===== src/sync_ram.sv =====
/*
 * simple dual port RAM
 *   one write port, one read port with a single cycle of latency
 */

`timescale 1ns/100ps

module sync_ram #(
    parameter int data_w = 16,
    parameter int depth  = 256
)(
    input  logic                     clk,
    input  logic                     we,
    input  logic [$clog2(depth)-1:0] wr_addr,
    input  logic [data_w-1:0]        wr_data,
    input  logic [$clog2(depth)-1:0] rd_addr,
    output logic [data_w-1:0]        rd_data
);

    logic [data_w-1:0] mem [depth];

    always_ff @(posedge clk) begin
        if (we) begin
            mem[wr_addr] <= wr_data;
        end
    end

    // old data on a same-address collision
    always_ff @(posedge clk) begin
        rd_data <= mem[rd_addr];
    end

endmodule


===== config.mk =====
export PLATFORM = sky130hd
export DESIGN_NAME = sync_ram
export DESIGN_NICKNAME = d
export VERILOG_FILES = /design/src/sync_ram.sv
export SDC_FILE = /design/constraint.sdc
export NUM_CORES = 2
export LEC_CHECK = 0
export ABC_CLOCK_PERIOD_IN_PS = 2700
export BUFFER_PORTS_ARGS = -buffer_cell sky130_fd_sc_hd__clkbuf_2
export CAP_MARGIN = 0
export CORE_UTILIZATION = 60
export CTS_BUF_LIST = sky130_fd_sc_hd__clkbuf_4 sky130_fd_sc_hd__clkbuf_8
export DETAILED_ROUTE_END_ITERATION = 6
export PLACE_DENSITY = 0.73
export SYNTH_ARGS = -nofsm -noshare
export SYNTH_HDL_FRONTEND = slang
export SYNTH_SLANG_ARGS = --single-unit

===== constraint.sdc =====
create_clock -name clk -period 2.7 [get_ports clk]
set_input_delay 0.135 -clock clk [delete_from_list [all_inputs] [get_ports clk]]
set_output_delay 0.135 -clock clk [all_outputs]
set_load 0.005 [all_outputs]

==> flow_summary.ini <==
[worst_setup_path]
start_kind = primary input
cp_data_required_time_ns = 3.72
cp.arrival_ns = 3.72
cp_max_fo = 9
endpoint_kind = flip-flop
path_class = primary input to flip-flop

[timing]
slew_viol_final = 0
fmax_mhz = 370
worst_pin_slew_ns = 1.43
period_share_pct = 100
finalHoldViolCount = 0
fin_hold_ws_ns = 0.0698
period_minus_slack_ns = 2.70
rsz0062_at_grt = false
finClkSkew_ns = 0.0701
slew_headroom_pct = 3.95
setup_viol = 0

[global_routing]
grt_start_max_net_pins = 130
grt_first_pass_wirelength_microns = 594000
grt_pass1_vias = 83800
gr-total-overflow = 0
grt_usage_pct = 31.5
antenna_found_initial = 22

[cts]
clock_latency_ns = 1.19
cts_setup_buffers = 0
root_buffer = clkbuf_8
cts_sinks = 4112
path_clk_slew_ns = 0.06
clockBufferDepth = 4
cts_buffers = 637
htree_num_levels = 6
cts_tree = built

[final_layout]
final_util_pct = 69.5
drive_gt1_share_pct = 32.0
syn_to_final_growth_pct = 15.1
final-seq-area_sq_um = 123000
fin_nets = 8598
stdcell_count = 12600
fillers = 15600
multi_input_area_sq_um = 33000
fin_area_sq_um = 183000

[run]
drv_cap = 0

[yosys]
ys_types = 52
synth_top_area_cell = edfxtp_1
yosys.area.top_type_share_pct = 77.5
avgSynthCellArea_sq_um = 21.6
synthTopCellsByArea = edfxtp_1 77%, mux4_2 11%, mux2i_1 3.6%, o221ai_1 1.4%, nor2_1 0.72%
ys_seq_area_share_pct = 77.7
ys_async_sr_fraction_pct = 0
mappedNetlistArea_sq_um = 159000
syn-num-nets = 7394
synth_enable_flop_cells = 4096
synth-seq-cells = 4112
synth_cells = 7360
synth_warnings = 0
ys.flop_type = edfxtp_1

[routing]
via_per_inst = 6.66
wl_met1_microns = 153000
drt-total-wl_microns = 418000
top_layer = met5
route.antenna.remaining_nets = 0
drt-initial-drc-count = 12600
drt_first_pass_iters = 6
route.met2.wl_microns = 193000
route.met3.wl_microns = 53700
wl_per_cell_microns = 33.2
vias = 83800
drc = 0

[placement]
numPortBuffers = 49
dp_hpwl_microns = 258000
gp_congestion = 0.924
dp_cells = 11400
place_area_sq_um = 170000

[pwr]
leakagePower_nw = 59.8
p_per_area_nw_per_um2 = 704
irDropWorstVdd_v = 0.000592

[worst_hold_path]
hp-class = primary input to flip-flop

[status]
status = finished, final reports clean

[floorplan]
die_x_microns = 516
start_util_pct = 60.4
core_sq_um = 263000
row_count = 188
io-pin-count = 50
die-area_sq_um = 267000
die_h_microns = 516
[cell usage after synthesis (all sizes together) (26+ instances only)]
| cell type | count |
|---|---|
| o21ai | 38 |
| o22ai | 148 |
| nor2 | 304 |
| a221oi | 28 |
| buf | 222 |
| edfxtp | 4096 |
| clkbuf | 230 |
| nand3 | 35 |
| mux4 | 797 |
| nor3 | 92 |
| mux2 | 88 |
| a21oi | 175 |
| mux2i | 565 |
| nand4 | 26 |
| nand2 | 38 |
| a22oi | 43 |
| a22o | 32 |
| o221ai | 253 |
[what timing repair did]
item,in CTS,in global routing
setup endpoints to repair,5,2
gates cloned,0,0
endpoints found under the hold margin,6195,0
pin swaps,2,0
hold buffers,44,0
gates resized for setup,12,2
[path summary, 6_finish.rpt]
kind | startpoint | endpoint | slack, ns | cells past startpoint
worst max-delay path | rd_addr[6] | rd_data[15]$_DFF_P_ | 0.0001 | 9
worst min-delay path | wr_data[14] | mem[96][14]$_DFFE_PP_ | 0.07 | 2
worst max register to register | mem[3][11]$_DFFE_PP_ | rd_data[11]$_DFF_P_ | 0.06 | 7
worst min register to register | mem[218][5]$_DFFE_PP_ | rd_data[5]$_DFF_P_ | 1.07 | 6
[layout by cell type (no fill, tap or decap), drive strengths merged, types with 21 or more instances in the layout]
master       synthesis  final
clkinv               0    212
a221oi              28     28
a21oi              175    175
o21ai               38     38
a22oi               43     43
o221ai             253    253
nand4               26     26
inv                  4     42
edfxtp            4096   4096
buf                222    946
nand2               38     38
clkbuf             230    892
mux2i              565    565
dlygate4sd3          0     42
o22ai              148    148
mux4               797    797
mux2                88     88
nand3               35     35
nor2               304    304
o32ai               21     21
a22o                32     32
nor3                92     92
[cells by family after synthesis]
| logic type | Yosys count | synth area share (%) |
|---|---|---|
| AO/OA/AOI/OAI | 786 | 3.54 |
| buffers and inverters | 456 | 1.69 |
| flip-flops | 4112 | 77.7 |
| multiplexers | 1450 | 15.5 |
| AND/OR/NAND/NOR | 556 | 1.57 |
[area by class of cell]
cell class | count | share of cell area [%]
timing repair buffer | 1017 | 5.29
antenna | 11 | 0.0151
tap | 3515 | 2.41
inverter | 4 | 0.0151
sequential | 4112 | 67.5
clock buffer | 863 | 5.76
multi-input combinational | 2792 | 18.0
clock inverter | 268 | 0.983
[metal layers]
layer	track usage [%]	vias up
li1	-	33800
met1	44.4	43400
met2	48.0	5733
met3	7.96	826
met4	12.5	10
met5	0	-
[sequential cells by signal, indices dropped and copies added (netlist names)]
register / flops
mem: 4096
rd_data: 16
[through the flow]
step / setup slack (ns) / total power [mW] / setup TNS (ns)
CTS: 0.0284 / 129 / 0
detailed placement: -0.952 / 79.0 / -8.58
floorplan: 0.400 / 75.2 / 0
global placement: -0.850 / 78.8 / -8.01
finish: 0.000121 / 129 / 0
global route: 0.0149 / 132 / 0
[power by group]
group          internal (mW)  switching, mW  total (mW)
Sequential              70.4          0.146        70.5
Combinational           2.83           4.55        7.38
Clock                   26.4           24.3        50.7
Total                   99.7           29.0         129
[critical path, cell delays in order]
cell and delay [ns]:
dlygate4sd3_1 0.58, clkbuf_2 0.38, nand2_1 0.12, buf_4 0.20, nor3_1 1.08, o21ai_0 0.58
buf_4 0.31, nand3_1 0.21, nor4_1 0.10
Power figures use the tool's default switching activity.
