<file path="config.mk">
export PLATFORM = sky130hd
export DESIGN_NAME = nest4_counter
export DESIGN_NICKNAME = d
export VERILOG_FILES = /design/src/tile_pkg.sv /design/src/nest4_counter.sv
export SDC_FILE = /design/constraint.sdc
export NUM_CORES = 1
export LEC_CHECK = 0
export ABC_CLOCK_PERIOD_IN_PS = 2700
export BUFFER_PORTS_ARGS = -buffer_cell sky130_fd_sc_hd__buf_2
export CORE_MARGIN = 3
export CORE_UTILIZATION = 55
export CTS_CLUSTER_DIAMETER = 60
export DETAILED_ROUTE_END_ITERATION = 16
export GPL_ROUTABILITY_DRIVEN = 0
export PLACE_DENSITY = 0.79
export SYNTH_ARGS = -nofsm -noshare
export SYNTH_HDL_FRONTEND = slang
export SYNTH_SLANG_ARGS = --single-unit
</file>
<file path="constraint.sdc">
create_clock -name clk -period 2.7 [get_ports clk]
set_clock_uncertainty 0.05 [all_clocks]
set_input_delay 0.27 -clock clk [delete_from_list [all_inputs] [get_ports clk]]
set_output_delay 0.27 -clock clk [all_outputs]
set_load 0.05 [all_outputs]
</file>
<file path="src/tile_pkg.sv">
/*
 * shared types for the tile fetch engine
 *   pixel word, address and loop counter widths
 *   tile request, source load port, counter tuple, address pair
 */

package tile_pkg;

    localparam int pixel_w = 16;    // feature-map word
    localparam int src_aw  = 12;    // source memory, 4k words
    localparam int buf_aw  = 8;     // tile buffer, 256 words
    localparam int cnt_w   = 8;     // per loop level

    typedef logic [pixel_w-1:0] pixel_t;
    typedef logic [src_aw-1:0]  src_addr_t;
    typedef logic [buf_aw-1:0]  buf_addr_t;
    typedef logic [cnt_w-1:0]   cnt_t;

    typedef struct packed {
        src_addr_t base_addr;       // first pixel of the tile
    } tile_req_t;

    // host side write port of the source memory
    typedef struct packed {
        logic      en;
        src_addr_t addr;
        pixel_t    data;
    } mem_wr_t;

    // c0 is the innermost level (column)
    typedef struct packed {
        cnt_t c3;                   // batch
        cnt_t c2;                   // channel
        cnt_t c1;                   // row
        cnt_t c0;                   // column
    } cnt_tuple_t;

    typedef struct packed {
        src_addr_t src_addr;
        buf_addr_t buf_addr;
    } addr_pair_t;

endpackage
</file>
<file path="src/nest4_counter.sv">
/*
 * four level nested loop counter
 *   counts park at their bound after reset or syn_rst
 *   first ena loads zero, later ena cycles step c0 and carry outward
 *   done pulses with the last tuple of the nest
 */

`timescale 1ns/100ps

module nest4_counter #(
    parameter int tile_w = 4,
    parameter int tile_h = 3,
    parameter int tile_c = 2,
    parameter int tile_n = 2
)(
    input  logic                 clk,
    input  logic                 rst,
    input  logic                 ena,
    input  logic                 syn_rst,
    output tile_pkg::cnt_tuple_t cnt,
    output logic                 done
);

    localparam int bound [4] = '{tile_w, tile_h, tile_c, tile_n};

    tile_pkg::cnt_t cnt_q [4];
    logic [4:0]     carry;      // carry[i] set when levels below i are all full
    logic           last_q;     // outermost full flag, one cycle old

    assign carry[0] = 1'b1;

    genvar i;
    for (i = 0; i < 4; i++) begin : g_lvl
        localparam tile_pkg::cnt_t max_v  = tile_pkg::cnt_t'(bound[i]);
        localparam tile_pkg::cnt_t last_v = tile_pkg::cnt_t'(bound[i] - 1);

        assign carry[i+1] = carry[i] && (cnt_q[i] == last_v);

        always_ff @(posedge clk or posedge rst) begin
            if (rst) begin
                cnt_q[i] <= max_v;                 // parked
            end else if (syn_rst) begin
                cnt_q[i] <= max_v;
            end else if (ena) begin
                if (cnt_q[i] == max_v) begin
                    cnt_q[i] <= '0;                // load cycle
                end else if (carry[i]) begin
                    if (cnt_q[i] == last_v) begin
                        cnt_q[i] <= '0;            // roll over
                    end else begin
                        cnt_q[i] <= cnt_q[i] + 1'b1;
                    end
                end
            end
        end

        // parked value is the only one allowed past bound-1
        a_cnt_bound: assert property (
            @(posedge clk) disable iff (rst) cnt_q[i] <= max_v
        );
    end

    always_ff @(posedge clk or posedge rst) begin
        if (rst) begin
            last_q <= 1'b0;
        end else begin
            last_q <= carry[4];
        end
    end

    assign done = carry[4] && !last_q;    // rising edge of outermost full

    assign cnt = '{c3: cnt_q[3], c2: cnt_q[2], c1: cnt_q[1], c0: cnt_q[0]};

endmodule

</file>
==> flow_summary.toml <==
[power]
peakVddDrop_mv = 0.672
fin_total_pwr_mw = 1.46
p_leak_nw = 1.13
p_per_area_nw_per_um2 = 617

[timing]
setup_viol = 0
fin_setup_tns_ns = 0
fin_crit_ns = 2.59
rsz0062_at_grt = "no"
slew_viol_final = 0
fin_crit_sh = 0.959
layout_setup_ws_ns = 0.111
worstMarginPinSlew_ns = 0.696
fmax_ghz = 0.386
max_slew_margin = 0.530
hold_viol = 0

[critical_path]
start_kind = "flop"
reg2reg_depth = 5
worstPathMaxFanout = 6
cpMaxStageDelayCell = "or4_4"
cp.required_ns = 2.38
timing.critical_path.slowest_cell_delay_ns = 0.60
crit_arrival_ns = 2.27
cp_num_cells = 6
worstSetupPathType = "flop to primary output"
end_kind = "primary output"
path_buf_inv = 1
cpLargestDelayFamily = "simple AND/OR/NAND/NOR gates"
crit_chain = "or4_4 > nor3_4 > nand3_1 > nor3_1 > nor2b_2 > buf_2"

[place]
placed_area_um2 = 2250
dp_hpwl_um = 3340
place_ws_ns = 0.264
portBuffers = 36

[synthesis]
ys.flop_type = "dfrtp_1"
ys_async_sr_fraction = 1.00
synth_top_area_share = 0.348
syn_area_per_cell_um2 = 8.72
syn_area_um2 = 2010
synth_top_cells_by_area = "dfrtp_1 (35%), dfstp_2 (6.5%), ha_1 (6.2%)"
syn-num-nets = 245
synth_cell_type_count = 42
yosysTopAreaCell = "dfrtp_1"
synth_cells = 231
ys_ff_latch = 33
yosysWarnings = 0
synth-edff-count = 0
ys_top_cells_by_count = "dfrtp_1 (28), nor2_1 (27), nand2_1 (18)"
yosysMostFrequentCell = "dfrtp_1"
ys_seq_area_frac = 0.413

[grt]
antenna_found_initial = 0
grt_usage = 0.224
grt_max_degree = 34
grt_overflow_total = 0
grt_pass1_wl_um = 7710
grt_pass1_vias = 1711

[detailed_routing]
vias_per_cell = 6.02
drtAntennaViolNets = 0
via_count = 1915
wl_per_cell_um = 14.8
drc = 0
dr.first_iter.drc_count = 219
firstDrtPassIters = 5
finalWirelength_um = 4700

[cts]
clockRootBuffer = "clkbuf_8"
cts_hold_buffers = 0
cts.path.max_buffers = 2
cts_sinks = 33
cts_tree = "yes"
cts_buffers = 5
h-tree-depth = 2
insertion_delay_ns = 0.29
clk_pin_slew_worst_paths_ns = 0.08

[worst_hold_path]
hold_class = "input port to async pin"

[flow_run]
cap_violations = 0

[layout]
drive_gt1_frac = 0.228
stdcell_area_um2 = 2360
diodes = 0
layout.nets = 285
syn_to_final_growth_pct = 17.1
fin_util = 0.685
nFillCells = 287

[floorplan]
die_w_um = 66.5
fp-row-count = 21
dieArea_um2 = 4420
fp.dieH_um = 66.5
core_area_um2 = 3440
initial_core_util = 0.585
ios = 37

[run_status]
outcome = "completed"
[state kept, by name (all words and copies together), names as in the netlist]
signal	count
last_q	1
cnt	32
[worst paths after layout]
| kind | start | endpoint | slack (ns) |
|---|---|---|---|
| max reg2reg | cnt[19] | cnt[27] | 0.21 |
| max in group asynchronous | rst | cnt[8] | 2.24 |
| min reg2reg | cnt[9] | cnt[9] | 0.45 |
| min in group clk | ena | cnt[2] | 0.31 |
| max | cnt[19] | done | 0.11 |
| min | rst | cnt[20] | 0.02 |
[stage by stage]
stage | std cells | hold WS [ns]
finish | 318 | 0.0196
global route | 318 | 0.0720
CTS | 318 | 0.0399
detailed placement | 310 | 0.346
global placement | 310 | 0.330
floorplan | 231 | 0.345
[where the power goes]
part | leakage [nW] | switching, mW | internal (mW)
Combinational | 0.636 | 0.310 | 0.137
Clock | 0.0542 | 0.184 | 0.230
Sequential | 0.443 | 0.0501 | 0.544
Total | 1.13 | 0.544 | 0.911
[layout make-up]
type | count | area, um^2 | area share
timing repair buffer | 39 | 203 | 0.0859
tap | 46 | 57.6 | 0.0244
clock buffer | 7 | 96.3 | 0.0408
inverter | 15 | 56.3 | 0.0239
sequential | 33 | 832 | 0.353
clock inverter | 1 | 5.00 | 0.00212
multi-input combinational | 177 | 1110 | 0.470
[cells by family after synthesis]
group | after synthesis | share of synthesized area
simple gates | 97 | 0.244
buf+inv | 21 | 0.0397
mux | 4 | 0.0199
compound gates | 62 | 0.204
xor+xnor | 4 | 0.0174
flops | 33 | 0.413
fa+ha+maj | 10 | 0.0621
[cells in the final DEF, fill, tap and decap left out, types with 2 or more instances in the layout]
master and count:
clkbuf_8 7, o21ai_0 16, and3_1 4, or2_2 3, dfstp_2 5, o21ai_1 5
nand2b_1 2, mux2i_1 4, buf_4 3, a21oi_1 10, nand3_1 16, ha_1 10
nor2_1 27, a31oi_1 6, xnor2_1 2, xor2_1 2, nor2b_2 2, o2bb2ai_1 2
nor2b_1 5, nor3_1 3, o31ai_1 12, buf_2 36, dfrtp_1 28, a22oi_1 2
nand4_1 2, or3_1 5, nor4_1 4, inv_1 14, nand2_1 18
[what timing repair did]
action	4_1_cts	5_1_grt
buffers inserted	0	0
endpoints found under the setup margin	0	1
gates resized for setup	0	2
[layer usage]
metal / up-vias / routed length [um] / track usage
met3: 8 / 260 / 0.0405
li1: 926 / - / -
met4: 0 / 55 / 0.0787
met5: - / 0 / 0
met1: 913 / 2060 / 0.290
met2: 68 / 2320 / 0.372
[tightest hold or removal path, stage by stage]
cell	delay, ns
buf_2	0.10
inv_1	0.04
buf_4	0.37
(Power assumes the default switching activity.)
