[src/tile_pkg.sv]
/*
 * shared types for the tile fetch engine
 *   pixel word, address and loop counter widths
 *   tile request, source load port, counter tuple, address pair
 */

package tile_pkg;

    localparam int pixel_w = 16;    // feature-map word
    localparam int src_aw  = 12;    // source memory, 4k words
    localparam int buf_aw  = 8;     // tile buffer, 256 words
    localparam int cnt_w   = 8;     // per loop level

    typedef logic [pixel_w-1:0] pixel_t;
    typedef logic [src_aw-1:0]  src_addr_t;
    typedef logic [buf_aw-1:0]  buf_addr_t;
    typedef logic [cnt_w-1:0]   cnt_t;

    typedef struct packed {
        src_addr_t base_addr;       // first pixel of the tile
    } tile_req_t;

    // host side write port of the source memory
    typedef struct packed {
        logic      en;
        src_addr_t addr;
        pixel_t    data;
    } mem_wr_t;

    // c0 is the innermost level (column)
    typedef struct packed {
        cnt_t c3;                   // batch
        cnt_t c2;                   // channel
        cnt_t c1;                   // row
        cnt_t c0;                   // column
    } cnt_tuple_t;

    typedef struct packed {
        src_addr_t src_addr;
        buf_addr_t buf_addr;
    } addr_pair_t;

endpackage
[src/tile_addr_gen.sv]
/*
 * counter tuple to address conversion, one register stage
 *   source address from base plus strided column, row, channel, batch
 *   dense tile buffer address counting valid tuples from zero
 */

`timescale 1ns/100ps

module tile_addr_gen #(
    parameter int img_w = 16,
    parameter int img_h = 8,
    parameter int img_c = 4
)(
    input  logic                 clk,
    input  logic                 rst,
    input  tile_pkg::cnt_tuple_t cnt,
    input  tile_pkg::tile_req_t  base,
    input  logic                 in_valid,
    output tile_pkg::addr_pair_t addr,
    output logic                 out_valid
);

    localparam int plane_sz  = img_w * img_h;
    localparam int volume_sz = plane_sz * img_c;

    localparam tile_pkg::src_addr_t row_stride    = tile_pkg::src_addr_t'(img_w);
    localparam tile_pkg::src_addr_t plane_stride  = tile_pkg::src_addr_t'(plane_sz);
    localparam tile_pkg::src_addr_t volume_stride = tile_pkg::src_addr_t'(volume_sz);

    tile_pkg::src_addr_t col_off;
    tile_pkg::src_addr_t row_off;
    tile_pkg::src_addr_t ch_off;
    tile_pkg::src_addr_t bat_off;
    tile_pkg::src_addr_t src_next;

    assign col_off = tile_pkg::src_addr_t'(cnt.c0);
    assign row_off = tile_pkg::src_addr_t'(cnt.c1) * row_stride;
    assign ch_off  = tile_pkg::src_addr_t'(cnt.c2) * plane_stride;
    assign bat_off = tile_pkg::src_addr_t'(cnt.c3) * volume_stride;

    assign src_next = base.base_addr + col_off + row_off + ch_off + bat_off;

    always_ff @(posedge clk or posedge rst) begin
        if (rst) begin
            out_valid <= 1'b0;
        end else begin
            out_valid <= in_valid;
        end
    end

    always_ff @(posedge clk) begin
        if (in_valid) begin
            addr.src_addr <= src_next;
            // valid tuples of one tile arrive back to back
            if (out_valid) begin
                addr.buf_addr <= addr.buf_addr + 1'b1;
            end else begin
                addr.buf_addr <= '0;               // first tuple of a tile
            end
        end
    end

endmodule

[config.mk]
export PLATFORM = sky130hd
export DESIGN_NAME = tile_addr_gen
export DESIGN_NICKNAME = d
export VERILOG_FILES = /design/src/tile_pkg.sv /design/src/tile_addr_gen.sv
export SDC_FILE = /design/constraint.sdc
export NUM_CORES = 1
export LEC_CHECK = 0
export BUFFER_PORTS_ARGS = -buffer_cell sky130_fd_sc_hd__buf_2
export CAP_MARGIN = 20
export CORE_MARGIN = 1
export CORE_UTILIZATION = 52
export DETAILED_ROUTE_END_ITERATION = 12
export MAX_ROUTING_LAYER = met4
export PLACE_DENSITY_LB_ADDON = 0.15
export SLEW_MARGIN = 20
export SYNTH_ARGS = -nofsm -noshare
export SYNTH_HDL_FRONTEND = slang
export SYNTH_SLANG_ARGS = --single-unit
[constraint.sdc]
create_clock -name clk -period 2.1 [get_ports clk]
set_clock_uncertainty 0.05 [all_clocks]
set_input_delay 0.21 -clock clk [delete_from_list [all_inputs] [get_ports clk]]
set_output_delay 0.21 -clock clk [all_outputs]
set_load 0.005 [all_outputs]
==> results of run 1 <==
flip-flops by register name, summed over array words and instances, names as in the netlist:
signal     flops
out_valid      1
addr          20
cells in the final DEF (no fill, tap or decap), types with 3 or more instances in the layout:
master and n:
buf_2 54, inv_1 31, edfxtp_1 20, buf_4 16
xnor2_1 14, ha_1 11, ha_4 10, fa_1 9
inv_2 8, and2_1 7, nand3_1 6, buf_6 5
xor2_1 4, a21oi_2 4, nor2_1 4, a21oi_1 3
o21ai_2 3, clkbuf_4 3
metrics by stage:
step           setup slack, ns  utilization (%)  hold slack (ns)
5_1_grt                 -0.124             78.9            0.138
2_1_floorplan           -0.239                -           -0.111
3_5_place_dp            -0.475             75.2        -0.000768
6_report               -0.0391             78.9            0.151
3_3_place_gp            -0.434             75.2         -0.00762
4_1_cts                -0.0624             77.3            0.146
how the worst max path moves through the flow:
stage	from	endpoint	slack [ns]	cells after the start
2_1_floorplan	cnt[16]	addr[18]	-0.24	9
3_3_place_gp	cnt[16]	addr[18]	-0.43	10
3_5_place_dp	cnt[16]	addr[18]	-0.48	10
4_1_cts	cnt[7]	addr[18]	-0.06	10
5_1_grt	cnt[7]	addr[18]	-0.12	10
6_report	cnt[7]	addr[18]	-0.04	10
repair_timing:
item                                    in CTS  in global routing
hold buffers                                 1                  0
resized for setup                            6                 13
setup buffers                                1                  1
endpoints found under the setup margin       4                  4
pin swaps                                    6                 16
endpoints found under the hold margin        1                  0
cells by family (layout without fill, tap and decap cells):
group	count (synthesis)	after routing
mux	1	1
buf+inv	41	121
fa+ha+maj	32	32
flops	21	21
compound gates	15	15
xor+xnor	18	18
simple gates	29	29
final cells by class:
cell class                 count  area, um2  area share, %
clock buffer                   3       22.5          0.928
tap                           44       55.1           2.27
timing repair buffer          76        457           18.8
inverter                      41        169           6.96
sequential                    21        626           25.8
multi-input combinational     95       1090           45.1
clock inverter                 1       5.00          0.206
metal layers:
layer	GRT usage [%]	routed length, um	up-vias
met5	-	0	-
met2	34.9	1560	45
met3	2.40	126	2
li1	-	-	668
met1	20.8	1280	594
met4	7.82	21	0
power breakdown:
| part | switching [mW] | total (mW) | internal, mW |
|---|---|---|---|
| sequential | 0.0274 | 0.599 | 0.572 |
| clock | 0.113 | 0.184 | 0.0709 |
| combinational | 0.392 | 0.878 | 0.486 |
| total | 0.533 | 1.66 | 1.13 |
==> key figures, run 1 <==
Place
  • Post-Place Cell Area: 2310 um2
  • Post-DP HPWL: 2.47 mm
  • GP Congestion: 0.811
  • Placed cell count: 274
  • Number of port buffers: 59

Outcome
  • Failing checks: negative setup slack
  • Status: finished with violations

Global routing
  • First-pass GRT wire length: 4.85 mm
  • Total global routing overflow: 0
  • Vias in the first global route: 1233
  • Initial antenna violation count: 0
  • Global Route Usage Sum: 19.1%
  • Largest net degree at the start of global routing: 22

Clock tree
  • CTS sink count: 21
  • CTS Buf Count: 3
  • Worst skew pair latency: 0.29 ns
  • CTS tree: yes
  • Clock buffer depth: 2
  • H-tree lvl count: 1
  • Clock transition at the registers of the reported paths: 0.11 ns
  • Root buffer cell: clkbuf_4

STA
  • Final Hold Viols: 0
  • Worst slew pin tran: 0.436 ns
  • Rel. slew slack: 71.0%
  • Unrepaired setup endpoints after global routing: true
  • Worst setup margin: -0.0391 ns
  • Setup Viol. Count Final: 1
  • F_max: 0.467 GHz
  • Slew Viols, Final: 0
  • Post-layout min period: 2.14 ns
  • Period utilisation layout: 102%
  • Setup_tns: -0.0391 ns

Synthesis
  • Mapped Cells: 157
  • Post-Syn Nets: 236
  • #FFs+latches synth: 21
  • Ys async rst share: 4.76%
  • Post-synthesis mux area share: 0.590%
  • Post-Synth XOR/XNOR Area: 9.30%
  • Syn Std Cell Area: 1700 um2
  • Combinational family with the most area after synthesis: adder cells
  • Dominant cell type by area after synthesis: edfxtp_1
  • Post-Synth Adder-Cell Area: 28.5%
  • Synth Area in Compound Gates: 6.05%
  • Ranking of synthesized cells by area: edfxtp_1 (35%), ha_1 (15%), fa_1 (13%)
  • Synth Flop Type: edfxtp_1
  • Count leader, synth: inv_1
  • EDFF count, synth: 20
  • Yosys warns: 0
  • Post-synth top cells: inv_1 (41), ha_1 (21), edfxtp_1 (20)
  • Mapped Avg Cell Area: 10.8 um2
  • Synth Area in Simple Gates: 9.59%
  • Post-synth cell types: 24
  • Register area share after synthesis: 36.9%
  • Share of the synthesized area in the top cell type: 35.4%

Cells and area
  • Final instance area: 2430 um2
  • Nets: 317
  • Antenna diodes: 0
  • Layout cell share with drive strength beyond 1: 47.7%
  • # fillers: 197
  • Area delta synth->final: 43.2%
  • Layout Cells excl Fill: 281

Setup path
  • CP Capture Type: flip-flop
  • Setup crit start kind: primary input
  • Critical path type: in -> reg
  • Top cell by count, worst path: fa_1
  • R2R setup slack: 0.75 ns
  • Crit-path cells: buf_6 -> inv_2 -> fa_1 -> inv_1 -> fa_1 -> ha_4 -> o21ai_2 -> a21oi_2 -> mux2i_1 -> nand3_1
  • Largest stage delay, worst path: 0.52 ns
  • Family with the most delay on the worst path: adder cells
  • Worst R2R End: addr[5]
  • Worst EP arrival: 2.15 ns
  • Buf/Inv on CP: 3
  • Worst-path fanout max: 4
  • Worst Path Required: 2.11 ns
  • R2r startpoint: addr[2]
  • Cell count of the worst reg-to-reg path: 4
  • Crit-path slowest cell: fa_1

Run
  • Max Cap Viol: 0

Routing
  • DRT Wirelength: 2.98 mm
  • Drt pass-1 iters: 4
  • ANT nets after route: 0
  • Via count: 1309
  • Vias per std cell: 4.66
  • 1st-iter DRT viols: 69
  • Wire length per cell: 10.6 um
  • Residual DRC: 0

Worst hold path
  • Hold Crit Start: base[0]
  • Worst Hold Class: in -> reg
  • Hold EP: addr[8]
  • WHS Path Cells: 2

Pwr
  • PnR Total Power: 1.66 mW
  • Maximum vdd ir drop: 0.394 mV
  • Pwr Density: 684 nW/um2
  • LEAKAGE: 1.16 nW

Floorplan
  • Die area: 3490 um2
  • Effective utilization at floorplan: 55.1%
  • Die Span X: 59.1 um
  • I/O Pins: 68
  • Core area: 3080 um2
  • Die height: 59.1 um
  • # rows: 20
Power figures use the tool's default switching activity.
==> run 2, diff against run 1 <==
Clock period 2.1 ns to 2.8 ns, I/O delays scaled along.
==> run 2 against run 1 <==
Against the previous run:
- the run now ends clean
- wire length is 4.6% lower
- sequential share of layout area is 4.1 points higher
- design area is 14% lower
- non-clock buffer count is 15 lower
- sequential cell count stayed put
- first-iteration DRC count is 57% lower
- worst hold slack better by 0.061 ns
- sequential power is 25% lower
- combinational power is 48% lower
- largest cell class unchanged
- register-to-register slack better by 0.71 ns
- via count is 3.9% lower
- utilization is 11 points lower
==> key figures, run 2 (synthesis gave the netlist of run 1 again) <==
Cells and area
  • Antenna diodes: 0
  • Area delta synth->final: 23.3%
  • Nets: 302
  • Layout Cells excl Fill: 266
  • Largest regs: addr x20, out_valid x1
  • Most frequent cells in the layout: buf_2 (59), inv_1 (41), ha_1 (21)
  • Top reg by flops: addr
  • Layout cell share with drive strength beyond 1: 30.6%
  • Commonest non-fill, non-tap cell in the layout: buf_2
  • Largest register FFs: 20

Setup path
  • Worst-path fanout max: 5
  • CP Capture Type: flip-flop
  • Cell count of the worst reg-to-reg path: 4
  • Critical path type: in -> reg
  • Setup crit start kind: primary input
  • Worst EP arrival: 2.42 ns
  • Worst Path Required: 2.80 ns

Clock tree
  • CTS Buf Count: 3
  • Root buffer cell: clkbuf_4
  • CTS tree: yes
  • CTS sink count: 21
  • Post-CTS Resized: 0
  • Clock buffer depth: 2
  • Post-CTS setup buffer count: 0
  • Clock transition at the registers of the reported paths: 0.12 ns
  • Worst skew pair latency: 0.30 ns
  • H-tree lvl count: 1

Floorplan
  • Effective utilization at floorplan: 55.1%
  • I/O Pins: 68
  • Die height: 59.1 um
  • Die area: 3490 um2
  • Core area: 3080 um2
  • # rows: 20
  • Die Span X: 59.1 um

Outcome
  • Status: complete, no violations

STA
  • Unrepaired setup endpoints after global routing: false
  • Period utilisation layout: 86.4%
  • Setup_tns: 0 ns
  • Hold WS: 0.212 ns
  • Rel. slew slack: 69.5%
  • Setup Viol. Count Final: 0
  • Worst slew pin tran: 0.457 ns
  • F_max: 0.413 GHz
  • Final Hold Viols: 0
  • Post-layout min period: 2.42 ns
  • Slew Viols, Final: 0

Routing
  • 1st-iter DRT viols: 30
  • Drt pass-1 iters: 4
  • DRT Wirelength: 2.84 mm
  • ANT nets after route: 0
  • Wire length per cell: 10.7 um
  • Residual DRC: 0
  • Via count: 1258
  • Vias per std cell: 4.73

Place
  • Number of port buffers: 59
  • Placed cell count: 261
  • Post-DP HPWL: 2.40 mm
  • GP Congestion: 0.750

Global routing
  • Met3 usage: 3.49%
  • Met2 GRT Util: 36.9%
  • GR Layer Usage met1: 20.1%
  • Initial antenna violation count: 0
  • Total global routing overflow: 0
  • Global Route Usage Sum: 19.6%
  • Vias in the first global route: 1287
  • First-pass GRT wire length: 5.01 mm
  • Layer with the highest usage: met2
  • Largest net degree at the start of global routing: 22

Worst hold path
  • WHS Path Cells: 2
  • Worst Hold Class: in -> reg

Run
  • Max Cap Viol: 0

Pwr
  • Maximum vdd ir drop: 0.273 mV
  • LEAKAGE: 1.08 nW
  • Pwr Density: 501 nW/um2
run 2: what timing repair did:
action	in CTS	in global routing
hold buffers	1	0
hold endpoints to repair	1	0
endpoints found under the setup margin	0	0
run 2: per-layer routing:
metal	wire length (um)	vias up	part of all wire [%]
li1	-	640	-
met1	1100	578	39
met2	1590	38	56
met3	123	2	4.3
met4	21	0	0.74
met5	0	-	0
run 2: stage by stage:
step	utilization, %	setup WS (ns)	instance area (um2)	total power, mW
finish	67.9	0.380	2090	1.05
floorplan	-	0.299	1700	0.757
global route	67.9	0.264	2090	1.14
detailed placement	66.7	0.0470	2050	0.915
CTS	67.9	0.382	2090	1.07
global placement	66.7	0.149	2050	0.889
run 2: area by class of cell:
| cell class | instances | area [um2] |
|---|---|---|
| fillers | 252 | 987 |
| multi-input cells | 95 | 916 |
| flip-flops and latches | 21 | 626 |
| repair buffers | 61 | 313 |
| inverters | 41 | 154 |
| well taps | 44 | 55.1 |
| clock buffers | 3 | 22.5 |
| clock inverters | 1 | 5.00 |
run 2: power breakdown:
part	switching (mW)	total, mW	internal [mW]
Sequential	0.0211	0.450	0.429
Combinational	0.230	0.454	0.224
Clock	0.0903	0.143	0.0531
run 2: critical path, stage by stage:
cell     delay, ns
buf_2         0.08
inv_1         0.05
fa_1          0.53
inv_1         0.06
fa_1          0.45
ha_1          0.38
o21ai_0       0.17
nor3b_1       0.18
a31oi_1       0.16
nand3_1       0.09
run 2: worst paths after layout:
| path | start | to | slack (ns) |
|---|---|---|---|
| max reg2reg | addr[2] | addr[5] | 1.46 |
| min | base[0] | addr[8] | 0.21 |
| max in group asynchronous | rst | out_valid | 2.32 |
| min reg2reg | addr[0] | addr[0] | 0.58 |
| min in group asynchronous | rst | out_valid | 0.29 |
| max | cnt[13] | addr[18] | 0.38 |
