$ cat src/tile_pkg.sv
/*
 * shared types for the tile fetch engine
 *   pixel word, address and loop counter widths
 *   tile request, source load port, counter tuple, address pair
 */

package tile_pkg;

    localparam int pixel_w = 16;    // feature-map word
    localparam int src_aw  = 12;    // source memory, 4k words
    localparam int buf_aw  = 8;     // tile buffer, 256 words
    localparam int cnt_w   = 8;     // per loop level

    typedef logic [pixel_w-1:0] pixel_t;
    typedef logic [src_aw-1:0]  src_addr_t;
    typedef logic [buf_aw-1:0]  buf_addr_t;
    typedef logic [cnt_w-1:0]   cnt_t;

    typedef struct packed {
        src_addr_t base_addr;       // first pixel of the tile
    } tile_req_t;

    // host side write port of the source memory
    typedef struct packed {
        logic      en;
        src_addr_t addr;
        pixel_t    data;
    } mem_wr_t;

    // c0 is the innermost level (column)
    typedef struct packed {
        cnt_t c3;                   // batch
        cnt_t c2;                   // channel
        cnt_t c1;                   // row
        cnt_t c0;                   // column
    } cnt_tuple_t;

    typedef struct packed {
        src_addr_t src_addr;
        buf_addr_t buf_addr;
    } addr_pair_t;

endpackage
$ cat src/tile_fetch_ctrl.sv
/*
 * tile fetch sequencer
 *   four-phase req/ack handshake with the host
 *   counter start via syn_rst and ena, tuple valid marking
 *   source read issue and delayed tile buffer write, drain before ack
 */

`timescale 1ns/100ps

module tile_fetch_ctrl (
    input  logic                 clk,
    input  logic                 rst,
    input  logic                 req,
    input  tile_pkg::tile_req_t  tile_req,
    input  logic                 done,
    input  tile_pkg::addr_pair_t addr,
    input  logic                 addr_valid,
    output logic                 ack,
    output logic                 ena,
    output logic                 syn_rst,
    output tile_pkg::tile_req_t  base,
    output logic                 cnt_valid,
    output tile_pkg::src_addr_t  src_rd_addr,
    output logic                 buf_we,
    output tile_pkg::buf_addr_t  buf_wr_addr
);

    typedef enum logic [2:0] {
        st_idle,
        st_sync,      // counter parked by syn_rst
        st_run,       // load cycle then one tuple per cycle
        st_drain,     // address, read and write stages empty out
        st_ack
    } state_t;

    state_t state;

    always_ff @(posedge clk or posedge rst) begin
        if (rst) begin
            state     <= st_idle;
            ack       <= 1'b0;
            ena       <= 1'b0;
            syn_rst   <= 1'b0;
            cnt_valid <= 1'b0;
            buf_we    <= 1'b0;
        end else begin
            buf_we <= addr_valid;                  // lines up with RAM read data
            case (state)
                st_idle: begin
                    if (req) begin
                        syn_rst <= 1'b1;
                        state   <= st_sync;
                    end
                end
                st_sync: begin
                    syn_rst <= 1'b0;
                    ena     <= 1'b1;
                    state   <= st_run;
                end
                st_run: begin
                    cnt_valid <= 1'b1;             // tuples valid after the load cycle
                    if (done) begin
                        ena       <= 1'b0;
                        cnt_valid <= 1'b0;
                        state     <= st_drain;
                    end
                end
                st_drain: begin
                    if (!addr_valid && !buf_we) begin
                        ack   <= 1'b1;
                        state <= st_ack;
                    end
                end
                st_ack: begin
                    if (!req) begin
                        ack   <= 1'b0;
                        state <= st_idle;
                    end
                end
                default: state <= st_idle;
            endcase
        end
    end

    always_ff @(posedge clk) begin
        if (state == st_idle && req) begin
            base <= tile_req;                      // host holds it stable with req
        end
        buf_wr_addr <= addr.buf_addr;
    end

    assign src_rd_addr = addr.src_addr;

    a_no_we_idle: assert property (
        @(posedge clk) disable iff (rst) state == st_idle |-> !buf_we
    );

    // ack only with the whole tile written and no write pending
    a_ack_drained: assert property (
        @(posedge clk) disable iff (rst) ack |-> !addr_valid && !buf_we
    );

endmodule

$ cat config.mk
export PLATFORM = sky130hd
export DESIGN_NAME = tile_fetch_ctrl
export DESIGN_NICKNAME = d
export VERILOG_FILES = /design/src/tile_pkg.sv /design/src/tile_fetch_ctrl.sv
export SDC_FILE = /design/constraint.sdc
export NUM_CORES = 1
export LEC_CHECK = 0
export BUFFER_PORTS_ARGS = -buffer_cell sky130_fd_sc_hd__buf_2
export CELL_PAD_IN_SITES_DETAIL_PLACEMENT = 0
export CELL_PAD_IN_SITES_GLOBAL_PLACEMENT = 1
export CORE_MARGIN = 2
export CORE_UTILIZATION = 29
export CTS_CLUSTER_DIAMETER = 80
export DETAILED_ROUTE_END_ITERATION = 6
export GPL_ROUTABILITY_DRIVEN = 0
export PLACE_DENSITY_LB_ADDON = 0.1
export SKIP_LAST_GASP = 1
export SLEW_MARGIN = 20
export SYNTH_ARGS = -nofsm -noshare
export SYNTH_HDL_FRONTEND = slang
export SYNTH_SLANG_ARGS = --single-unit
$ cat constraint.sdc
create_clock -name clk -period 2.78 [get_ports clk]
set_input_delay 0.417 -clock clk [delete_from_list [all_inputs] [get_ports clk]]
set_output_delay 0.417 -clock clk [all_outputs]
set_load 0.02 [all_outputs]
==> summary.md, run 1 <==
| Metric | Value |
|---|---|
| Reg-to-Reg End | ack |
| Routed length per placed instance | 11.49 um |
| # rows | 21 |
| Final count of negative-setup-slack endpoints | 0 |
| Unrepaired setup endpoints after global routing | false |
| H-Tree Depth | 1 |
| Final period demand of the worst path | 1.394 ns |
| Worst-path clk slew | 0.15 ns |
| Number of max-slew violations in the final report | 0 |
| Total wire length after detailed routing | 1.769 mm |
| Area of the die | 0.003975 sq mm |
| Nets | 146 |
| Placed insts | 150 |
| Post-route clock period utilization | 0.5014 |
| Flop2flop setup slack | 1.39 ns |
| Area of the mapped netlist | 0.001011 sq mm |
| Die extent in y | 63.05 um |
| Core Area | 0.003337 sq mm |
| Mean area per synthesized cell | 14.65 sq um |
| YS warnings | 0 |
| Seq/Total Area, Yosys | 0.7129 |
| Fraction of final layout cells with drive strength greater than 1 | 0.5370 |
| Clock buffer count from CTS | 3 |
| TritonCTS clock tree | built |
| GRT Overall Usage | 0.09621 |
| Hold-fix buffers at CTS | 0 |
| Clock insertion delay at the later pin of the skew report | 0.32 ns |
| Pin count of the biggest net entering global routing | 16 |
| Cell types occupying the most area after synthesis | edfxtp_1 (36%), dfrtp_1 (20%), dfxtp_1 (16%) |
| Result of the run | completed |
| Via count of the first global-routing pass | 658 |
| Via-to-Cell Ratio | 4.130 |
| Logic depth of the worst register-to-register path | 2 |
| Highest ir drop seen on vdd | 0.4590 mV |
| Worst Setup End Kind | flop |
| Count of flip-flops with a built-in enable after synthesis | 12 |
| Buffers from clock root to sink, at most | 2 |
| Fraction of registers with async set/reset | 0.2857 |
| Non-filler cells in the finished layout | 154 |
| Power density normalized to cell area | 840.6 mW/mm^2 |
| I/O Pins | 74 |
| Reg-to-reg startpoint | state[1] |
| Final Hold Fails | 0 |
| Transition time of the tightest slew-check pin | 0.4050 ns |
| Type of the worst setup path | flop to flop |
| Worst slew slack as a fraction of its limit | 0.7300 |
| Library cells used by synthesis | 23 |
| Number of diodes added for antenna fixing | 0 |
| Post-CTS Setup Bufs | 0 |
| Leakage dissipation | 0.5863 nW |
| Cell taking the most area after synthesis | edfxtp_1 |
| Arr. time, crit path | 1.64 ns |
| Total nets after synthesis | 106 |
| Post-CTS sizing | 0 |
| 1st-iter DRT viols | 15 |
| Number of max-cap violations | 0 |
| Highest attainable clock frequency | 717.3 MHz |
| CTS root buffer | clkbuf_4 |
| Count of mapped cells out of synthesis | 69 |
| Setup TNS | 0 ns |
| Antenna violations before repair | 0 |
| Count of unresolved DRC violations after routing | 0 |
| Class of the tightest hold or removal check | input pin to asynchronous set/reset pin |
| Post-synthesis to final-layout area growth | 24.75% |
| Type of origin of the critical path | flop |
| Detailed Routing Iterations Pass 1 | 4 |
| Number of nets with antenna violations after routing | 0 |
| Number of clock sinks | 28 |
| Register bit count reported by yosys | 28 |
| Data required, critical path | 3.03 ns |
| Number of port buffers | 49 |
| Global-route wire length before repair | 2.960 mm |
| Initial standard-cell utilization of the core | 0.3030 |
| Die Width | 63.05 um |
| Synth Flop Type | edfxtp_1 |
| Vias post-DR | 636 |
| Top cell type's share of synthesized area | 0.3564 |
| Post-DP HPWL | 1.296 mm |
| Total overflow reported by the global router | 0 |
| Final clock skew | 0.009665 ns |
| Top fanout value on the critical path | 13 |
[metrics by stage]
| step | utilization | worst slack (ns) | hold slack [ns] | power [mW] | area, sq um |
|---|---|---|---|---|---|
| final | 0.3780 | 1.386 | 0.008389 | 1.060 | 1261 |
| after global routing | 0.3780 | 1.295 | 0.02397 | 1.136 | 1261 |
| after CTS | 0.3780 | 1.376 | 0.01382 | 1.079 | 1261 |
| after detailed placement | 0.3671 | 1.407 | 0.3869 | 0.8809 | 1225 |
| after global placement | 0.3671 | 1.427 | 0.3918 | 0.8800 | 1225 |
| after floorplan | - | 0.3838 | 0.2327 | 0.8045 | 1011 |
[how the worst max path moves through the flow]
stage,start,endpoint,slack (ns),depth (start not counted)
floorplan,state[0],base[0],0.38,2
global placement,state[0],base[7],1.43,2
detailed placement,state[1],ack,1.41,2
CTS,state[1],ack,1.38,2
global route,state[1],ack,1.29,2
finish,state[1],ack,1.39,2
[placed cells by master (no fill, tap or decap)]
cell type | netlist | layout
buf_2 | 1 | 49
edfxtp_1 | 12 | 12
dfrtp_1 | 8 | 8
dfxtp_1 | 8 | 8
inv_1 | 4 | 4
nor2_1 | 3 | 3
clkbuf_4 | 0 | 3
or2_2 | 2 | 2
mux2i_1 | 2 | 2
nor3b_1 | 2 | 2
nand4bb_1 | 1 | 1
o211a_1 | 1 | 1
or4b_1 | 1 | 1
nor4b_1 | 2 | 1
a211oi_1 | 1 | 1
nand2_1 | 1 | 1
o32ai_1 | 1 | 1
o21bai_1 | 1 | 1
a31oi_1 | 1 | 1
nor4b_2 | 0 | 1
and4bb_2 | 1 | 1
a41o_1 | 1 | 1
a2bb2oi_1 | 1 | 1
clkbuf_8 | 0 | 1
buf_4 | 12 | 1
[synth_stat cells (2+ instances only)]
cell type and instances:
clkbuf_1 2, edfxtp_1 12, nor3b_1 2, or2_2 2
mux2i_1 2, dfxtp_1 8, inv_1 4, dfrtp_1 8
nor2_1 3, buf_4 12, nor4b_1 2
[flip-flops by register name (all words and copies together), names as in the netlist]
signal	flops
ena	1
syn_rst	1
buf_wr_addr	8
buf_we	1
base	12
ack	1
cnt_valid	1
state	3
[kinds of logic (layout without fill, tap and decap cells)]
logic type	Yosys count	after routing	share of synthesized area
flip-flops	28	28	0.7129
buffers and inverters	19	58	0.1163
AND/OR/NAND/NOR	13	13	0.09281
AO/OA/AOI/OAI	7	7	0.05818
multiplexers	2	2	0.01980
[per-layer routing]
metal  GRT usage  wire length [um]
met1      0.1115               707
met2      0.1529               855
met5           0                 0
met4     0.03333                15
met3     0.04865               190
[worst max-delay path, stage by stage, from the launching register on]
cell      delay (ns)
dfrtp_1         0.62
or4b_1          0.47
a211oi_1        0.23
[final cells by class]
cell class	count	area (sq um)
well taps	46	57.56
flip-flops and latches	28	720.7
inverters	4	15.01
repair buffers	50	252.7
clock buffers	4	36.28
fillers	332	2076
multi-input cells	22	178.9
[power breakdown]
part	internal [mW]	leakage [nW]	switching, mW	total (mW)
clock	0.0801	0.0210	0.114	0.194
sequential	0.509	0.274	0.0766	0.586
combinational	0.130	0.291	0.150	0.280
Note: power is estimated with default switching activity, not from simulation.
==> run 2: changes to the inputs <==
--- a/config.mk
+++ b/config.mk
@@ -9,7 +9,7 @@
 export CELL_PAD_IN_SITES_DETAIL_PLACEMENT = 0
 export CELL_PAD_IN_SITES_GLOBAL_PLACEMENT = 1
 export CORE_MARGIN = 2
-export CORE_UTILIZATION = 29
+export CORE_UTILIZATION = 26
 export CTS_CLUSTER_DIAMETER = 80
 export DETAILED_ROUTE_END_ITERATION = 6
 export GPL_ROUTABILITY_DRIVEN = 0
==> constraint.sdc (replaced) <==
create_clock -name clk -period 1.25 [get_ports clk]
set_input_delay 0.1875 -clock clk [delete_from_list [all_inputs] [get_ports clk]]
set_output_delay 0.1875 -clock clk [all_outputs]
set_load 0.02 [all_outputs]
==> run 2 against run 1 <==
Compared with the run above:
- worst setup slack got worse by 1.4 ns
- clock power increased to 2.8 times the previous value
- first-iteration DRC count increased by 40%
- combinational power increased to 2.9 times the previous value
- critical path depth unchanged
- non-clock buffer count increased by 6
- worst hold slack improved by 0.011 ns
- register-to-register slack got worse by 1.4 ns
- design area increased by 8.3%
- critical path type unchanged
- final cell count increased by 5.2%
- die area increased by 11%
- utilization decreased by 0.75 points
==> summary.md, run 2 (same netlist as run 1, synthesis figures left out) <==
| Metric | Value |
|---|---|
| Placed standard-cell area | 0.001271 sq mm (+3.8%) |
| CTS root buffer | clkbuf_8 |
| Most used cells in the layout excluding fill and tap cells | buf_2 (49), edfxtp_1 (12), dfrtp_1 (8), dfxtp_1 (8) |
| Total wire length after detailed routing | 1.878 mm (+6.2%) |
| Clock insertion delay at the later pin of the skew report | 0.26 ns (-0.06 ns) |
| Die extent in y | 66.36 um (+5.3%) |
| Most flops, register | base |
| Worst slew slack as a fraction of its limit | 0.7579 (+0.02788) |
| DR WL met2 | 828 um (-3.2%) |
| Number of diodes added for antenna fixing | 0 (unchanged) |
| Die Width | 66.36 um (+5.3%) |
| Wire length on met1 | 777 um (+9.9%) |
| Type of origin of the critical path | flop |
| Result of the run | completed |
| Minimum hold slack | 0.01907 ns (+0.01068 ns) |
| Worst hold path depth | 1 |
| Sink of the worst hold path | buf_wr_addr[1] |
| Hold path start | addr[1] |
| Number of clock sinks | 28 (unchanged) |
| Highest attainable clock frequency | 822.9 MHz (+15%) |
| Transition time of the tightest slew-check pin | 0.3581 ns (-0.04687 ns) |
| Post-layout util | 0.3704 (-0.007532) |
| Reg-to-reg startpoint | state[2] |
| Final period demand of the worst path | 1.215 ns (-0.1789 ns) |
| Highest ir drop seen on vdd | 0.7918 mV (+72%) |
| Initial standard-cell utilization of the core | 0.2741 (-0.02888) |
| Count of unresolved DRC violations after routing | 0 (unchanged) |
| Number of inserted filler cells in the final layout | 368 (+11%) |
| Final Hold Fails | 0 (unchanged) |
| Number of max-cap violations | 0 (unchanged) |
| Unrepaired setup endpoints after global routing | true |
| Number of max-slew violations in the final report | 0 (unchanged) |
| Post-DP HPWL | 1.406 mm (+8.5%) |
| Top fanout value on the critical path | 3 (-10) |
| Core Area | 0.003689 sq mm (+11%) |
| Total overflow reported by the global router | 0 (unchanged) |
| Summed area of non-filler cells in the final layout | 0.001366 sq mm (+8.3%) |
| Power density normalized to cell area | 1893 mW/mm^2 (+130%) |
| Total power | 2.586 mW (+140%) |
| Largest registers ranked by flip-flop count | base x12, buf_wr_addr x8, state x3 |
| Final count of negative-setup-slack endpoints | 0 (unchanged) |
| Post-route clock period utilization | 0.9721 (+0.4707) |
| H-Tree Depth | 1 (unchanged) |
| Setup TNS | 0 ns (unchanged) |
| CP cell instances | or4b_1 -> a211oi_2 |
| Vias post-DR | 677 (+6.4%) |
| Post-synthesis to final-layout area growth | 35.15% |
| Leakage dissipation | 0.6325 nW (+7.9%) |
| Reg-to-Reg End | ack |
| Number of nets with antenna violations after routing | 0 (unchanged) |
| CP max-delay cell | or4b_1 |
| Number of flip-flops in the largest register | 12 (unchanged) |
| GRT Overall Usage | 0.08510 (-0.01111) |
| Antenna violations before repair | 0 (unchanged) |
| Flop2flop setup slack | 0.03 ns (-1.35 ns) |
| Buffers from clock root to sink, at most | 2 (unchanged) |
| Detailed Routing Iterations Pass 1 | 4 (unchanged) |
| Routed length per placed instance | 11.59 um (+0.92%) |
| Final clock skew | 0.002150 ns (-0.007515 ns) |
| Number of port buffers | 49 (unchanged) |
| Type of the worst setup path | flop to flop |
| Logic depth of the worst register-to-register path | 2 (unchanged) |
| Leading cell type in the layout, fill and taps excluded | buf_2 |
| Global-route wire length before repair | 2.932 mm (-0.95%) |
| Worst-path clk slew | 0.09 ns (-0.06 ns) |
| Fraction of final layout cells with drive strength greater than 1 | 0.5526 (+0.01559) |
| Nets | 152 (+4.1%) |
| Post-CTS Setup Bufs | 0 (unchanged) |
| Uppermost routed layer | met4 |
| Max incr delay on CP | 0.53 ns (-0.09 ns) |
| Clock buffer count from CTS | 3 (unchanged) |
| TritonCTS clock tree | built |
| Pin count of the biggest net entering global routing | 16 (unchanged) |
| I/O Pins | 74 (unchanged) |
| Data required, critical path | 1.43 ns (-1.60 ns) |
| Via-to-Cell Ratio | 4.179 (+1.2%) |
| Worst path top cell family by delay | simple AND/OR/NAND/NOR gates |
| Worst Setup End Kind | flop |
| Arr. time, crit path | 1.40 ns (-0.24 ns) |
| Sum of buffers and inverters on the critical path | 0 (unchanged) |
| Length of routed met3 wiring | 249 um (+31%) |
| Class of the tightest hold or removal check | input pin to flop |
| Area of the die | 0.004403 sq mm (+11%) |
| # rows | 22 (+4.8%) |
| 1st-iter DRT viols | 21 (+6) |
| Via count of the first global-routing pass | 646 (-1.8%) |
-- run 2: timing repair --
item                                    4_1_cts  5_1_grt
gates cloned                                  0        0
gates resized for setup                       1        1
endpoints found under the setup margin        1       14
hold buffers                                  1        2
endpoints found under the hold margin         8        2
pin swaps                                     2        1
-- run 2: how the worst max path moves through the flow --
| stage | from | endpoint | depth (start not counted) |
|---|---|---|---|
| 2_1_floorplan | state[1] | base[0] | 2 |
| 3_3_place_gp | state[2] | ack | 2 |
| 3_5_place_dp | state[2] | ack | 2 |
| 4_1_cts | state[2] | ack | 2 |
| 5_1_grt | state[2] | ack | 2 |
| 6_report | state[2] | ack | 2 |
-- run 2: metal layers --
layer / vias up / GRT usage
li1: 320 / -
met1: 308 / 0.1103
met2: 41 / 0.1338
met3: 8 / 0.02555
met4: 0 / 0.03061
met5: - / 0
-- run 2: layout make-up --
cell class / count / area, sq um / share of cell area
clock buffer: 4 / 55.05 / 0.04029
inverter: 4 / 15.01 / 0.01099
multi-input combinational: 22 / 197.7 / 0.1447
sequential: 28 / 720.7 / 0.5275
tap: 48 / 60.06 / 0.04396
timing repair buffer: 56 / 317.8 / 0.2326
-- run 2: per-stage QoR --
step,std cells,worst slack [ns]
4_1_cts,160,0.03469
3_5_place_dp,155,0.007793
3_3_place_gp,155,0.01409
2_1_floorplan,69,-0.2321
5_1_grt,162,-0.01310
6_report,162,0.03483
-- run 2: report_power, final --
part           switching [mW]  total, mW  internal, mW  leakage [nW]
logic                   0.449      0.825         0.376         0.329
registers              0.0914       1.23          1.13         0.274
clock network           0.254      0.535         0.281        0.0288
total                   0.794       2.59          1.79         0.633
==> run 3: changes to the inputs <==
--- a/config.mk
+++ b/config.mk
@@ -5,7 +5,7 @@
 export SDC_FILE = /design/constraint.sdc
 export NUM_CORES = 1
 export LEC_CHECK = 0
-export BUFFER_PORTS_ARGS = -buffer_cell sky130_fd_sc_hd__buf_2
+export BUFFER_PORTS_ARGS = -buffer_cell sky130_fd_sc_hd__buf_4
 export CELL_PAD_IN_SITES_DETAIL_PLACEMENT = 0
 export CELL_PAD_IN_SITES_GLOBAL_PLACEMENT = 1
 export CORE_MARGIN = 2
==> run 3 against run 2 <==
Compared with the run above:
- clock power up 30%
- sequential power hardly changed
- utilization up 5.0 points
- register-to-register slack hardly changed
- sequential share of layout area is 6.3 points lower
- worst setup slack worse by 0.0047 ns
- count of clock-buffer cells in the layout is 1 lower
- non-clock buffer count rose by 5
- die area unchanged
- global-route usage down 0.34 points
- worst hold slack got worse by 0.0027 ns
- critical path type unchanged
- largest cell class unchanged
- highest routed layer unchanged
==> summary.md, run 3 (same netlist as run 1, synthesis figures left out) <==
| Metric | Value |
|---|---|
| Result of the run | completed |
| Final period demand of the worst path | 1.220 ns (+0.004697 ns) |
| Vias post-DR | 686 (+1.3%) |
| Power density normalized to cell area | 1837 mW/mm^2 (-2.9%) |
| Length of routed met3 wiring | 189 um (-24%) |
| Area of the die | 0.004403 sq mm (unchanged) |
| Wire length on met1 | 804 um (+3.5%) |
| Total wire length after detailed routing | 1.932 mm (+2.9%) |
| Die Width | 66.36 um (unchanged) |
| I/O Pins | 74 (unchanged) |
| Global-route wire length before repair | 2.684 mm (-8.5%) |
| Highest attainable clock frequency | 819.8 MHz (-0.38%) |
| Number of diodes added for antenna fixing | 0 (unchanged) |
| Sum of buffers and inverters on the critical path | 1 (+1) |
| Clock insertion delay at the later pin of the skew report | 0.27 ns (about the same) |
| Detailed Routing Iterations Pass 1 | 3 (-1) |
| 1st-iter DRT viols | 15 (-29%) |
| Placed standard-cell area | 0.001394 sq mm (+9.6%) |
| Initial standard-cell utilization of the core | 0.2741 (unchanged) |
| Number of nets with antenna violations after routing | 0 (unchanged) |
| Sink of the worst hold path | buf_wr_addr[5] |
| H-Tree Depth | 1 (unchanged) |
| Total power | 2.849 mW (+10%) |
| GRT Overall Usage | 0.08165 (-0.003444) |
| Leakage dissipation | 0.6991 nW (+11%) |
| Arr. time, crit path | 1.21 ns (-0.19 ns) |
| Via-to-Cell Ratio | 4.108 (-1.7%) |
| Unrepaired setup endpoints after global routing | true |
| Minimum hold slack | 0.01637 ns (-0.002699 ns) |
| Number of flip-flops in the largest register | 12 (unchanged) |
| Cell Int Power | 2.031 mW (+13%) |
| Final count of negative-setup-slack endpoints | 0 (unchanged) |
| Die extent in y | 66.36 um (unchanged) |
| Nets | 157 (+3.3%) |
| Class of the tightest hold or removal check | input pin to flop |
| Number of max-slew violations in the final report | 0 (unchanged) |
| Number of clock sinks | 28 (unchanged) |
| Logic depth of the worst register-to-register path | 2 (unchanged) |
| Number of max-cap violations | 0 (unchanged) |
| Hold path start | addr[5] |
| CP max-delay cell | dfrtp_1 |
| Routed length per placed instance | 11.57 um (-0.20%) |
| Switching fraction of total power | 0.2871 (-0.02014) |
| Most used cells in the layout excluding fill and tap cells | buf_4 (52), edfxtp_1 (12), dfrtp_1 (8), dfxtp_1 (8), dlygate4sd3_1 (8) |
| Fraction of final layout cells with drive strength greater than 1 | 0.5210 (-0.03162) |
| Summed area of non-filler cells in the final layout | 0.001550 sq mm (+13%) |
| Worst path top cell family by delay | flip-flops |
| Worst slew slack as a fraction of its limit | 0.7713 (+0.01341) |
| Pin count of the biggest net entering global routing | 17 (+1) |
| Largest registers ranked by flip-flop count | base x12, buf_wr_addr x8, state x3 |
| # rows | 22 (unchanged) |
| Part of the total power dissipated in sequential elements | 0.433 (-0.041) |
| Non-filler cells in the finished layout | 167 (+3.1%) |
| Max incr delay on CP | 0.43 ns (-0.10 ns) |
| Power share of the clock group | 0.245 (+0.038) |
| TritonCTS clock tree | built |
| Post-synthesis to final-layout area growth | 53.34% |
| Type of origin of the critical path | flop |
| Post-DP HPWL | 1.423 mm (+1.2%) |
| Worst-path clk slew | 0.09 ns (about the same) |
| Worst hold path depth | 1 (unchanged) |
| Clock buffer count from CTS | 3 (unchanged) |
| CTS root buffer | clkbuf_8 |
| Power share of the combinational group | 0.322 (+0.003) |
| Buffers from clock root to sink, at most | 2 (unchanged) |
| Reg-to-reg startpoint | state[1] |
| Via count of the first global-routing pass | 632 (-2.2%) |
| Final Hold Fails | 0 (unchanged) |
| Leading cell type in the layout, fill and taps excluded | buf_4 |
| Data required, critical path | 1.24 ns (-0.19 ns) |
| Highest ir drop seen on vdd | 0.8714 mV (+10%) |
| Top fanout value on the critical path | 12 (+9) |
| Most flops, register | base |
| Final clock skew | 0.001863 ns (-0.0002861 ns) |
| CP cell instances | nor4b_4 -> buf_12 |
| Transition time of the tightest slew-check pin | 0.3383 ns (-0.01983 ns) |
| Post-CTS Setup Bufs | 0 (unchanged) |
| Uppermost routed layer | met4 |
| Reported net switching power | 817.7 uW (+2.9%) |
| Post-route clock period utilization | 0.9759 (+0.003758) |
| Number of port buffers | 49 (unchanged) |
| Count of unresolved DRC violations after routing | 0 (unchanged) |
| Worst Setup End Kind | flop |
| Reg-to-Reg End | base[4] |
| Flop2flop setup slack | 0.03 ns (about the same) |
| Total overflow reported by the global router | 0 (unchanged) |
| DR WL met2 | 914 um (+10%) |
| Placed insts | 155 (unchanged) |
| Antenna violations before repair | 0 (unchanged) |
| Core Area | 0.003689 sq mm (unchanged) |
| Type of the worst setup path | flop to flop |
| Post-layout util | 0.4203 (+0.04986) |
==> run 3: timing repair <==
item	in CTS	in global routing
pin swaps	2	0
endpoints found under the hold margin	8	7
cloned	0	0
hold buffers	1	7
setup endpoints to repair	1	1
gates resized for setup	1	0
==> run 3: worst max path at each step <==
stage               slack (ns)  cells after the start     start  endpoint
floorplan                -0.23                      2  state[1]   base[0]
global placement          0.02                      2  state[2]       ack
detailed placement      0.0007                      2  state[2]       ack
CTS                       0.03                      2  state[2]       ack
global route            -0.008                      2  state[2]       ack
finish                    0.03                      2  state[1]   base[4]
==> run 3: power groups by stage <==
stage / clock network (mW) / logic (mW) / registers [mW]
3_5_place_dp: 0 / 0.898 / 1.25
6_report: 0.697 / 0.918 / 1.23
3_3_place_gp: 0 / 0.897 / 1.25
4_1_cts: 0.730 / 0.917 / 1.23
5_1_grt: 0.758 / 0.996 / 1.25
2_1_floorplan: 0 / 0.476 / 1.39
==> run 3: cell type report <==
cell class                 instances  area (sq um)
multi-input combinational         22         192.7
clock inverter                     1         30.03
inverter                           4         15.01
sequential                        28         720.7
fill                             365          2138
timing repair buffer              61         490.5
tap                               48         60.06
clock buffer                       3         41.29
==> run 3: worst reg2reg max path: stages (launching register included) <==
cell and delay (ns):
dfrtp_1 0.43, nor4b_4 0.34, buf_12 0.18
==> run 3: stage by stage <==
stage,setup WS (ns),setup TNS (ns)
global route,-0.008180,-0.008180
floorplan,-0.2321,-2.786
detailed placement,0.0006984,0
finish,0.03014,0
CTS,0.02954,0
global placement,0.01751,0
==> run 3: metal layers <==
metal	track usage	vias up
li1	-	331
met1	0.09580	308
met2	0.1338	39
met3	0.02215	8
met4	0.04592	0
met5	0	-
